===== config.mk =====
export PLATFORM = sky130hd
export DESIGN_NAME = drs_readout_top
export DESIGN_NICKNAME = d
export VERILOG_FILES = /design/src/drs_readout_pkg.sv /design/src/drs_readout_top.sv /design/src/event_formatter.sv /design/src/sample_buffer.sv /design/src/delay_line.sv /design/src/stop_cell_shifter.sv /design/src/readout_sequencer.sv
export SDC_FILE = /design/constraint.sdc
export NUM_CORES = 2
export LEC_CHECK = 0
export BUFFER_PORTS_ARGS = -buffer_cell sky130_fd_sc_hd__clkbuf_2
export CELL_PAD_IN_SITES_DETAIL_PLACEMENT = 1
export CELL_PAD_IN_SITES_GLOBAL_PLACEMENT = 1
export CORE_UTILIZATION = 30
export DETAILED_ROUTE_END_ITERATION = 10
export GPL_TIMING_DRIVEN = 0
export PLACE_DENSITY_LB_ADDON = 0.1
export SYNTH_ARGS = -nofsm -noshare
export SYNTH_HDL_FRONTEND = slang
export SYNTH_SLANG_ARGS = --single-unit
export TNS_END_PERCENT = 10

===== constraint.sdc =====
create_clock -name AD9222_FCO_P -period 7.2 [get_ports AD9222_FCO_P]
set_clock_uncertainty 0.1 [all_clocks]
set_input_delay 0.36 -clock AD9222_FCO_P [delete_from_list [all_inputs] [get_ports AD9222_FCO_P]]
set_output_delay 0.36 -clock AD9222_FCO_P [all_outputs]
set_load 0.02 [all_outputs]

===== src/drs_readout_pkg.sv =====
package drs_readout_pkg;

	// board geometry
	localparam int N_CHIP = 8;
	localparam int CELL_W = 10;
	localparam int ADC_W = 12;

	// samples per channel and event
	localparam int READ_DEPTH = 30;

	// frame clocks from readout strobe to sample at the ADC output
	localparam int ADC_LATENCY = 17;

	// event framing
	localparam logic [7:0] HEADER_BYTE = 8'hEB;
	localparam logic [7:0] TRAILER_BYTE = 8'h75;

	// header, counter, stop cells, samples, trailer
	localparam int EVENT_BYTES = 2 + 2 * N_CHIP + 2 * N_CHIP * READ_DEPTH + 1;

	typedef logic [ADC_W-1:0] adc_sample_t;

	typedef logic [CELL_W-1:0] stop_cell_t;

	// readout position 0 .. READ_DEPTH-1
	typedef logic [$clog2(READ_DEPTH)-1:0] sample_index_t;

	// chip number, same as the ADC channel number
	typedef logic [$clog2(N_CHIP)-1:0] chip_index_t;

endpackage

===== src/drs_readout_top.sv =====
`timescale 1ns/1ns

module drs_readout_top (
	input logic AD9222_FCO_P,
	input logic rst,
	input logic trig,
	input logic [drs_readout_pkg::N_CHIP-1:0] drs_srout,
	input drs_readout_pkg::adc_sample_t [drs_readout_pkg::N_CHIP-1:0] adc_data,
	input logic tx_full,
	output logic drs_rsrload,
	output logic drs_srclk,
	output logic [7:0] tx_data,
	output logic tx_wr,
	output logic busy
);
	import drs_readout_pkg::*;

	// sequencer strobes
	logic cell_strobe;
	logic read_mark;
	sample_index_t read_index;

	// strobes realigned to the adc output
	logic write_en;
	sample_index_t write_index;

	stop_cell_t [N_CHIP-1:0] stop_cells;
	sample_index_t rd_index;
	chip_index_t rd_chip;
	adc_sample_t rd_data;
	logic event_done;

	readout_sequencer readout_sequencer_i (
		.AD9222_FCO_P(AD9222_FCO_P),
		.rst(rst),
		.trig(trig),
		.event_done(event_done),
		.drs_rsrload(drs_rsrload),
		.drs_srclk(drs_srclk),
		.cell_strobe(cell_strobe),
		.read_mark(read_mark),
		.read_index(read_index),
		.busy(busy)
	);

	stop_cell_shifter stop_cell_shifter_i (
		.AD9222_FCO_P(AD9222_FCO_P),
		.rst(rst),
		.drs_rsrload(drs_rsrload),
		.cell_strobe(cell_strobe),
		.drs_srout(drs_srout),
		.stop_cells(stop_cells)
	);

	// match the adc pipeline
	delay_line #(
		.T(logic),
		.DEPTH(ADC_LATENCY)
	) mark_delay_i (
		.AD9222_FCO_P(AD9222_FCO_P),
		.rst(rst),
		.din(read_mark),
		.dout(write_en)
	);

	delay_line #(
		.T(sample_index_t),
		.DEPTH(ADC_LATENCY)
	) index_delay_i (
		.AD9222_FCO_P(AD9222_FCO_P),
		.rst(rst),
		.din(read_index),
		.dout(write_index)
	);

	sample_buffer sample_buffer_i (
		.AD9222_FCO_P(AD9222_FCO_P),
		.write_en(write_en),
		.write_index(write_index),
		.adc_data(adc_data),
		.rd_index(rd_index),
		.rd_chip(rd_chip),
		.rd_data(rd_data)
	);

	event_formatter event_formatter_i (
		.AD9222_FCO_P(AD9222_FCO_P),
		.rst(rst),
		.write_en(write_en),
		.write_index(write_index),
		.stop_cells(stop_cells),
		.rd_data(rd_data),
		.tx_full(tx_full),
		.rd_index(rd_index),
		.rd_chip(rd_chip),
		.tx_data(tx_data),
		.tx_wr(tx_wr),
		.event_done(event_done)
	);

endmodule


===== src/event_formatter.sv =====
`timescale 1ns/1ns

module event_formatter (
	input logic AD9222_FCO_P,
	input logic rst,
	input logic write_en,
	input drs_readout_pkg::sample_index_t write_index,
	input drs_readout_pkg::stop_cell_t [drs_readout_pkg::N_CHIP-1:0] stop_cells,
	input drs_readout_pkg::adc_sample_t rd_data,
	input logic tx_full,
	output drs_readout_pkg::sample_index_t rd_index,
	output drs_readout_pkg::chip_index_t rd_chip,
	output logic [7:0] tx_data,
	output logic tx_wr,
	output logic event_done
);
	import drs_readout_pkg::*;

	typedef enum logic [2:0] {
		fmt_idle,
		fmt_head,
		fmt_count,
		fmt_cells,
		fmt_samples,
		fmt_trail
	} state_t;

	// state names the byte currently held in tx_data
	state_t state;
	logic byte_valid;
	logic [7:0] event_cnt;
	chip_index_t cell_chip;
	logic lo_sel;
	logic last_sample;
	logic [7:0] lo_hold;

	// the fifo takes a byte whenever it is not full
	assign tx_wr = byte_valid & ~tx_full;

	always_ff @(posedge AD9222_FCO_P) begin
		if (rst) begin
			state <= fmt_idle;
			byte_valid <= 1'b0;
			event_done <= 1'b0;
			event_cnt <= '0;
			cell_chip <= '0;
			rd_index <= '0;
			rd_chip <= '0;
			lo_sel <= 1'b0;
			last_sample <= 1'b0;
		end else begin
			event_done <= 1'b0;
			if (event_done) begin
				event_cnt <= event_cnt + 8'd1;
			end
			case (state)
				fmt_idle: begin
					// last row is in the buffer
					if (write_en && write_index == sample_index_t'(READ_DEPTH - 1)) begin
						tx_data <= HEADER_BYTE;
						byte_valid <= 1'b1;
						cell_chip <= '0;
						rd_index <= '0;
						rd_chip <= '0;
						lo_sel <= 1'b0;
						last_sample <= 1'b0;
						state <= fmt_head;
					end
				end
				fmt_head: begin
					if (tx_wr) begin
						tx_data <= event_cnt;
						state <= fmt_count;
					end
				end
				fmt_count: begin
					if (tx_wr) begin
						tx_data <= 8'(stop_cells[0] >> 8);
						lo_sel <= 1'b0;
						state <= fmt_cells;
					end
				end
				fmt_cells: begin
					if (tx_wr) begin
						if (!lo_sel) begin
							tx_data <= stop_cells[cell_chip][7:0];
							lo_sel <= 1'b1;
						end else if (cell_chip == chip_index_t'(N_CHIP - 1)) begin
							// sample 0 of channel 0 is waiting on rd_data
							tx_data <= 8'(rd_data >> 8);
							lo_hold <= rd_data[7:0];
							lo_sel <= 1'b0;
							rd_chip <= rd_chip + 1'b1;
							state <= fmt_samples;
						end else begin
							tx_data <= 8'(stop_cells[cell_chip + 1'b1] >> 8);
							cell_chip <= cell_chip + 1'b1;
							lo_sel <= 1'b0;
						end
					end
				end
				fmt_samples: begin
					if (tx_wr) begin
						if (!lo_sel) begin
							tx_data <= lo_hold;
							lo_sel <= 1'b1;
						end else if (last_sample) begin
							tx_data <= TRAILER_BYTE;
							state <= fmt_trail;
						end else begin
							tx_data <= 8'(rd_data >> 8);
							lo_hold <= rd_data[7:0];
							lo_sel <= 1'b0;
							// step the read address one sample ahead
							if (rd_chip == chip_index_t'(N_CHIP - 1)) begin
								if (rd_index == sample_index_t'(READ_DEPTH - 1)) begin
									last_sample <= 1'b1;
								end else begin
									rd_chip <= '0;
									rd_index <= rd_index + 1'b1;
								end
							end else begin
								rd_chip <= rd_chip + 1'b1;
							end
						end
					end
				end
				fmt_trail: begin
					if (tx_wr) begin
						byte_valid <= 1'b0;
						event_done <= 1'b1;
						state <= fmt_idle;
					end
				end
				default: begin
					byte_valid <= 1'b0;
					state <= fmt_idle;
				end
			endcase
		end
	end

endmodule


===== src/sample_buffer.sv =====
`timescale 1ns/1ns

module sample_buffer (
	input logic AD9222_FCO_P,
	input logic write_en,
	input drs_readout_pkg::sample_index_t write_index,
	input drs_readout_pkg::adc_sample_t [drs_readout_pkg::N_CHIP-1:0] adc_data,
	input drs_readout_pkg::sample_index_t rd_index,
	input drs_readout_pkg::chip_index_t rd_chip,
	output drs_readout_pkg::adc_sample_t rd_data
);
	import drs_readout_pkg::*;

	// one row per readout strobe, all channels side by side
	adc_sample_t [N_CHIP-1:0] mem [READ_DEPTH];

	always_ff @(posedge AD9222_FCO_P) begin
		if (write_en) begin
			mem[write_index] <= adc_data;
		end
	end

	// registered read, one cycle latency
	always_ff @(posedge AD9222_FCO_P) begin
		rd_data <= mem[rd_index][rd_chip];
	end

endmodule


===== src/delay_line.sv =====
`timescale 1ns/1ns

module delay_line #(
	parameter type T = logic,
	parameter int DEPTH = 1
) (
	input logic AD9222_FCO_P,
	input logic rst,
	input T din,
	output T dout
);

	T pipe [DEPTH];

	// one register per cycle of delay
	always_ff @(posedge AD9222_FCO_P) begin
		if (rst) begin
			for (int i = 0; i < DEPTH; i++) begin
				pipe[i] <= '0;
			end
		end else begin
			pipe[0] <= din;
			for (int i = 1; i < DEPTH; i++) begin
				pipe[i] <= pipe[i-1];
			end
		end
	end

	assign dout = pipe[DEPTH-1];

endmodule


===== src/stop_cell_shifter.sv =====
`timescale 1ns/1ns

module stop_cell_shifter (
	input logic AD9222_FCO_P,
	input logic rst,
	input logic drs_rsrload,
	input logic cell_strobe,
	input logic [drs_readout_pkg::N_CHIP-1:0] drs_srout,
	output drs_readout_pkg::stop_cell_t [drs_readout_pkg::N_CHIP-1:0] stop_cells
);
	import drs_readout_pkg::*;

	// chip drives the next bit one cycle after load or clock
	logic capture;

	always_ff @(posedge AD9222_FCO_P) begin
		if (rst) begin
			capture <= 1'b0;
		end else begin
			capture <= drs_rsrload | cell_strobe;
		end
	end

	// msb arrives first, shift in from the bottom
	always_ff @(posedge AD9222_FCO_P) begin
		if (capture) begin
			for (int c = 0; c < N_CHIP; c++) begin
				stop_cells[c] <= {stop_cells[c][CELL_W-2:0], drs_srout[c]};
			end
		end
	end

endmodule


===== src/readout_sequencer.sv =====
`timescale 1ns/1ns

module readout_sequencer (
	input logic AD9222_FCO_P,
	input logic rst,
	input logic trig,
	input logic event_done,
	output logic drs_rsrload,
	output logic drs_srclk,
	output logic cell_strobe,
	output logic read_mark,
	output drs_readout_pkg::sample_index_t read_index,
	output logic busy
);
	import drs_readout_pkg::*;

	typedef enum logic [2:0] {
		st_idle,
		st_load,
		st_cells,
		st_read,
		st_wait
	} state_t;

	state_t state;
	logic trig_q;
	logic trig_rise;
	logic [$clog2(CELL_W)-1:0] cell_cnt;

	assign trig_rise = trig & ~trig_q;

	always_ff @(posedge AD9222_FCO_P) begin
		if (rst) begin
			state <= st_idle;
			trig_q <= 1'b0;
			cell_cnt <= '0;
			drs_rsrload <= 1'b0;
			drs_srclk <= 1'b0;
			cell_strobe <= 1'b0;
			read_mark <= 1'b0;
			read_index <= '0;
			busy <= 1'b0;
		end else begin
			trig_q <= trig;
			case (state)
				st_idle: begin
					// edges seen outside idle are dropped
					if (trig_rise) begin
						drs_rsrload <= 1'b1;
						busy <= 1'b1;
						state <= st_load;
					end
				end
				st_load: begin
					drs_rsrload <= 1'b0;
					drs_srclk <= 1'b1;
					cell_strobe <= 1'b1;
					cell_cnt <= '0;
					state <= st_cells;
				end
				st_cells: begin
					// bit 9 came with the load, so only CELL_W-1 clocks
					if (int'(cell_cnt) == CELL_W - 2) begin
						cell_strobe <= 1'b0;
						read_mark <= 1'b1;
						read_index <= '0;
						state <= st_read;
					end else begin
						cell_cnt <= cell_cnt + 1'b1;
					end
				end
				st_read: begin
					if (read_index == sample_index_t'(READ_DEPTH - 1)) begin
						drs_srclk <= 1'b0;
						read_mark <= 1'b0;
						state <= st_wait;
					end else begin
						read_index <= read_index + 1'b1;
					end
				end
				st_wait: begin
					// hold off triggers until the event has left
					if (event_done) begin
						busy <= 1'b0;
						state <= st_idle;
					end
				end
				default: begin
					state <= st_idle;
				end
			endcase
		end
	end

endmodule


* Word-level counts from Yosys, hierarchy flattened
Memory sizes are Yosys's and may differ from the RTL's. A register that Yosys moved wholly into a read port is not among the register bits.
Cells that the tools add are included.
** Operators by class
- Add/subtract/negate cells :: 6
- $mul :: 0
- Divide/modulo/power cells :: 0
- Order comparisons :: 3
- Equality and inequality tests :: 36
- Shift operators :: 0
- Mux-type cells :: 133
- Bitwise gates (word level) :: 42
- Reduce and logical (&&, ||, !) cells :: 33
** Operators with widths (count)
- 5-bit two-way mux :: 27
- 8-bit two-way mux :: 14
- 3-bit two-way mux :: 26
- 10-bit binary-select mux with 3-bit select :: 2
- 1-bit two-way mux :: 41
- 8-bit one-hot mux with 5 select lines :: 1
- 12-bit binary-select mux with 3-bit select :: 1
- 1-bit bitwise OR :: 35
- 2-bit by 1-bit != test with 1-bit output (second input constant) :: 10
- 2-bit != test (second input constant) :: 10
- 5-bit one-hot mux with 2 select lines :: 2
- 3-bit one-hot mux with 6 select lines :: 1
- 8-bit one-hot mux with 2 select lines :: 1
- 2-bit nonzero test :: 8
- 3-bit == test (second input constant) :: 5
- 5-bit == test (second input constant) :: 3
- 3-bit one-hot mux with 5 select lines :: 1
- 7-bit AND reduction :: 2
- 3-bit by 2-bit == test with 1-bit output (second input constant) :: 4
- 3-bit by 4-bit less-than comparator with 1-bit output (second input constant) :: 3
- 12-bit two-way mux :: 1
- 1-bit one-hot mux with 2 select lines :: 6
- 3-bit AND reduction :: 4
- 5-bit by 1-bit adder with 5-bit output (second input constant) :: 2
- other kinds (29) :: 43
** Word-level totals
- Register bits after elaboration :: 153
- Latch bits :: 0
- Bits in writable memories :: 2982
- ROM bits :: 0
- Bits of input ports :: 108
- Output and inout bits :: 12
- Logic and storage cells :: 286
- Memories :: 3
** Memories
- sample_buffer_i.mem :: words 30, bits a word 96, rd ports 1, clocked after Yosys merged registers in 1, write ports 1, RTL line sample_buffer.sv:15 : adc_sample_t [N_CHIP-1:0] mem [READ_DEPTH];
- index_delay_i.pipe :: words 17, bits a word 5, rd ports 17, clocked after Yosys merged registers in 0, write ports 17, RTL line delay_line.sv:13 : T pipe [DEPTH];
- mark_delay_i.pipe :: words 17, bits a word 1, rd ports 17, clocked after Yosys merged registers in 0, write ports 17, RTL line delay_line.sv:13

* Logic depth before layout (Yosys ltp)
- Depth in word-level cells :: 9
- Gate-level depth with buffers :: 14
- Gate-level depth less buffers :: 8

* By module
Synthesis repeated with hierarchy kept, for this count alone.
** Second synthesis, totals
- Cell total of the unflattened synthesis :: 5586
- Area, all modules :: 119783.6 µm²
** By module, submodules not included
- sample_buffer :: instances 1, cells an instance 4886, area each 110728.7 µm², sequential area each 86723.2 µm²
- event_formatter :: instances 1, cells an instance 294, area each 2889.0 µm², sequential area each 1001.0 µm²
- stop_cell_shifter :: instances 1, cells an instance 82, area each 2432.3 µm², sequential area each 2422.3 µm²
- delay_line (index_delay_i) :: instances 1, cells an instance 184, area each 2349.8 µm², sequential area each 1701.6 µm²
- readout_sequencer :: instances 1, cells an instance 105, area each 908.4 µm², sequential area each 360.3 µm²
- delay_line (mark_delay_i) :: instances 1, cells an instance 35, area each 475.5 µm², sequential area each 340.3 µm²

* Worst setup path before layout
Ideal clock, no wire load.
- Kind :: register to register
- Start :: mem index_delay_i.pipe[0][81] (netlist bit)
- End :: reg event_formatter_i.tx_data[0] (enable)
- Library setup time :: 0.370 ns
- Arrival :: 5.764 ns
- Data required time :: 6.730 ns
- Setup slack :: 0.966 ns
- Stages on the path, launching flop included :: 8
- Path buffers :: 1
- Period minus slack after synthesis :: 6.234 ns
- Path through :: dfxtp_1 -> nand3b_1 -> clkbuf_1 -> nor2_1 -> nand2_1 -> a21oi_1 -> a31oi_1 -> nor2_1
** RTL lines
- from (decl) :: RTL line delay_line.sv:13
- to (signal assigned) :: RTL line event_formatter.sv:72 : tx_data <= event_cnt;
- to (signal assigned) :: RTL line event_formatter.sv:78 : tx_data <= 8'(stop_cells[0] >> 8);
- to (signal assigned) :: RTL line event_formatter.sv:86 : tx_data <= stop_cells[cell_chip][7:0];
- to (decl) :: RTL line event_formatter.sv:13 : output logic [7:0] tx_data,

==> results.ini <==
[power]
finalPower_mw=38.57
irDropWorstVdd_mv=0.1988
p_per_area_nw_per_um2=266.9
power_leakage_nw=44.71

[clock_tree]
clk_pin_slew_ns=0.06
root_buffer=clkbuf_16
cts_tree=yes
clockBufferDepth=4
htreeDepth=5
clk-insertion-delay-late_ns=0.99
cts_made_buffers=360
cts.sinks=3140

[yosys]
seq_area_frac_synth=0.7748
syn-num-nets=5705
synth_flop_cell=edfxtp_1
synth.area.top_cells=edfxtp_1, mux4_2, dfxtp_1
avgSynthCellArea_um2=21.41
synthesis.area_um2=119600
postSynth.asyncResetShare=0
synth_enable_flop_cells=2976
syn_inst=5585
yosys_warnings=0
synth_top_area_share=0.7473
ys_types=76
synth_seq_cells=3140
netlist.top_cell.by_area=edfxtp_1

[die]
io_pins=120
core_area_um2=396300
fp.dieH_um=633.3
rows=231
die_x_um=633.3
start_util=0.3018
die-area_um2=401100

[critical_path]
crit_family=buffers and inverters
cp_num_buf_inv=6
ff2ff_setup_slack_ns=0.16
worstSetupPathType=flip-flop to flip-flop
required_ns=7.91
cp_slowest_stage_delay_ns=1.02
worstPathArrival_ns=7.75
slowest_stage=o21ai_0
crit_path_frequent_cell=buf_2
crit_chain=buf_2 -> inv_2 -> buf_2 -> buf_2 -> buf_2 -> buf_2 -> mux2i_1 -> o21ai_0 -> nand4_1 -> nand4_1
rr_worst_depth=10
reg2reg_to=sample_buffer_i.rd_data[0]$_DFF_P_
startpoint_type=flip-flop
crit_fanout=10
crit_path_end_kind=flip-flop

[route]
vias_per_cell=5.565
drc=0
vias=66498
first_pass_iters=6
post_drt_wl_per_cell_um=44.63
ant_nets=0
routed_wl_um=533300
highest_layer=met5
drtIter0Drc=9324
wl_met2_um=249700
wirelength_met1_um=221700
wl_met3_um=36520

[min_path]
hold-path-endpoint=index_delay_i.pipe[0][21]$_SDFF_PP0_
hold_path_startpoint=rst
hp-class=primary input to flip-flop
hold_path_depth=3

[final_layout]
multi_input_area_um2=25470
areaGrowthSynthToFinish_pct=20.84
drive_above_1_share=0.2936
nNetsFinal=6505
fillers=38164
seqCellArea_um2=92650

[timing]
fmax_mhz=142.0
slew_violations=26
fin_setup_tns_ns=0
hold_viol=0
setup_viol=0
rsz0062_at_grt=false
worst_slew_pin_slew_ns=1.635
slew_headroom=-0.09196
fin_crit_sh=0.9779
fin_crit_ns=7.041

[place]
dpl.hpwl_um=370000
gp_congestion=0.8431
io_buffers=118

[global_route]
grt_overflow_total=0
grt_pass1_wl_um=685000
grt_max_degree=73
antenna_found_initial=79
grt_pass1_vias=66342
grt_usage=0.2624

[run_status]
violations=max-capacitance violations, max-slew violations
status=finished, violations left

[run]
maxCapViolCount=4

-- cells by family (layout without fill, tap and decap cells) --
family,Yosys count,after routing,share of synthesized area
multiplexers,986,986,0.1555
flip-flops,3140,3140,0.7748
AO/OA/AOI/OAI,448,448,0.02544
adder cells (fa/ha/maj),12,12,0.001256
other,0,31,0
XOR/XNOR,14,14,0.001025
buffers and inverters,320,1411,0.01471
AND/OR/NAND/NOR,665,665,0.02725
-- cell type report --
type                    count  share of cell area
plain buffers             300             0.01216
inverters                  20           0.0005195
multi-input cells        2125              0.1763
well taps                5242             0.04539
flip-flops and latches   3140              0.6412
clock inverters           200             0.01239
diodes                     31           0.0005369
clock buffers             453             0.06628
repair buffers            438             0.04524
-- layout by cell type (no fill, tap or decap), types with 12 or more instances in the layout --
master         netlist  routed
o21ai_0             62      62
o211ai_1            14      14
nand3_1             51      51
clkbuf_1            94     129
nand3b_1            13      13
o22ai_1             80      79
nor2b_1            126     126
mux4_2             686     686
nor2_1             144     105
edfxtp_1          2976    2976
a32oi_1             12      12
buf_12               2     206
nor3_1              23      23
buf_4               57      58
nor2_4               0      34
inv_1               16      16
a22oi_1             28      28
bufinv_16            0      24
diode_2              0      31
a211oi_1            37      36
buf_16               0      39
clkinv_2             0      64
buf_1               26      12
buf_2               96     110
clkbuf_2             0     162
and3_1              14      14
ha_1                12      12
a221oi_1            12      12
nand2_1            206     205
nand2b_1            18      18
nand4_1             21      21
mux2_2             115     115
dlygate4sd3_1        0      71
clkbuf_16            0     367
a21oi_1             84      84
dfxtp_1            164     163
a31oi_1             22      22
clkinv_1             1      84
mux2i_1            185     185
buf_6               24      25
-- metal layers --
layer  vias to the layer above  GRT usage
met1                     37598     0.3556
met4                        14     0.1092
li1                      24975          -
met5                         -          0
met3                       811    0.03891
met2                      3100     0.4220
-- Yosys cell counts, types with 12 or more instances --
library cell and n:
edfxtp_1 2976, a32oi_1 12, clkbuf_1 94, nor2_1 144, nand4_1 21, nand2b_1 18
buf_4 57, nand3_1 51, nor3_1 23, inv_1 16, a31oi_1 22, and3_1 14
nor2b_1 126, mux2i_1 185, ha_1 12, dfxtp_1 164, a22oi_1 28, o22ai_1 80
a21oi_1 84, buf_1 26, mux2_2 115, mux4_2 686, o21ai_0 62, nand3b_1 13
o211ai_1 14, nand2_1 206, a211oi_1 37, buf_2 96, buf_6 24, a221oi_1 12
-- worst max-delay path by stage --
stage               slack (ns)                                endpoint  cells after the start
floorplan                 0.97  event_formatter_i.tx_data[0]$_DFFE_PP_                      7
global placement         -9.04    sample_buffer_i.mem[0][59]$_DFFE_PP_                      3
detailed placement        0.24      sample_buffer_i.rd_data[0]$_DFF_P_                     10
CTS                       0.19      sample_buffer_i.rd_data[0]$_DFF_P_                     10
global route              0.33      sample_buffer_i.rd_data[0]$_DFF_P_                     10
finish                    0.16      sample_buffer_i.rd_data[0]$_DFF_P_                     10
-- through the flow --
step	setup WS (ns)	hold slack, ns	cell area, µm²	utilization	std cells
3_5_place_dp	0.2406	0.2934	132300	0.3340	11194
5_1_grt	0.3299	0.04962	144400	0.3645	11923
3_3_place_gp	-9.038	0.2923	126700	0.3198	10945
4_1_cts	0.1945	0.01094	144400	0.3645	11918
6_report	0.1589	0.05641	144500	0.3647	11949
2_1_floorplan	0.9663	0.2855	119600	-	5585
-- where the power goes --
part           internal, mW  switching [mW]  leakage, nW
combinational        0.0771           0.375         11.1
sequential             20.0          0.0273         28.1
clock                  10.3            7.77         5.56
-- sequential cells by signal, indices dropped and copies added, names as in the netlist, 3 cells and up, named ones only --
name                            flops
sample_buffer_i.mem              2880
event_formatter_i.lo_hold           8
readout_sequencer_i.cell_cnt        4
event_formatter_i.cell_chip         3
index_delay_i.pipe                 85
stop_cell_shifter_i.stop_cells     80
readout_sequencer_i.state           3
event_formatter_i.tx_data           8
event_formatter_i.rd_index          5
event_formatter_i.state             3
readout_sequencer_i.read_index      5
event_formatter_i.rd_chip           3
sample_buffer_i.rd_data            12
mark_delay_i.pipe                  17
event_formatter_i.event_cnt         8
-- worst min-delay path, cell delays in order --
cell	delay [ns]
clkbuf_1	0.26
clkbuf_1	0.30
nor2b_1	0.14
-- what timing repair did --
item | in CTS | in global routing
hold buffers | 71 | 0
endpoints found under the hold margin | 1666 | 0
resized for setup | 0 | 0
buffers inserted | 0 | 0
No activity file was read; power rests on OpenSTA's default activity.
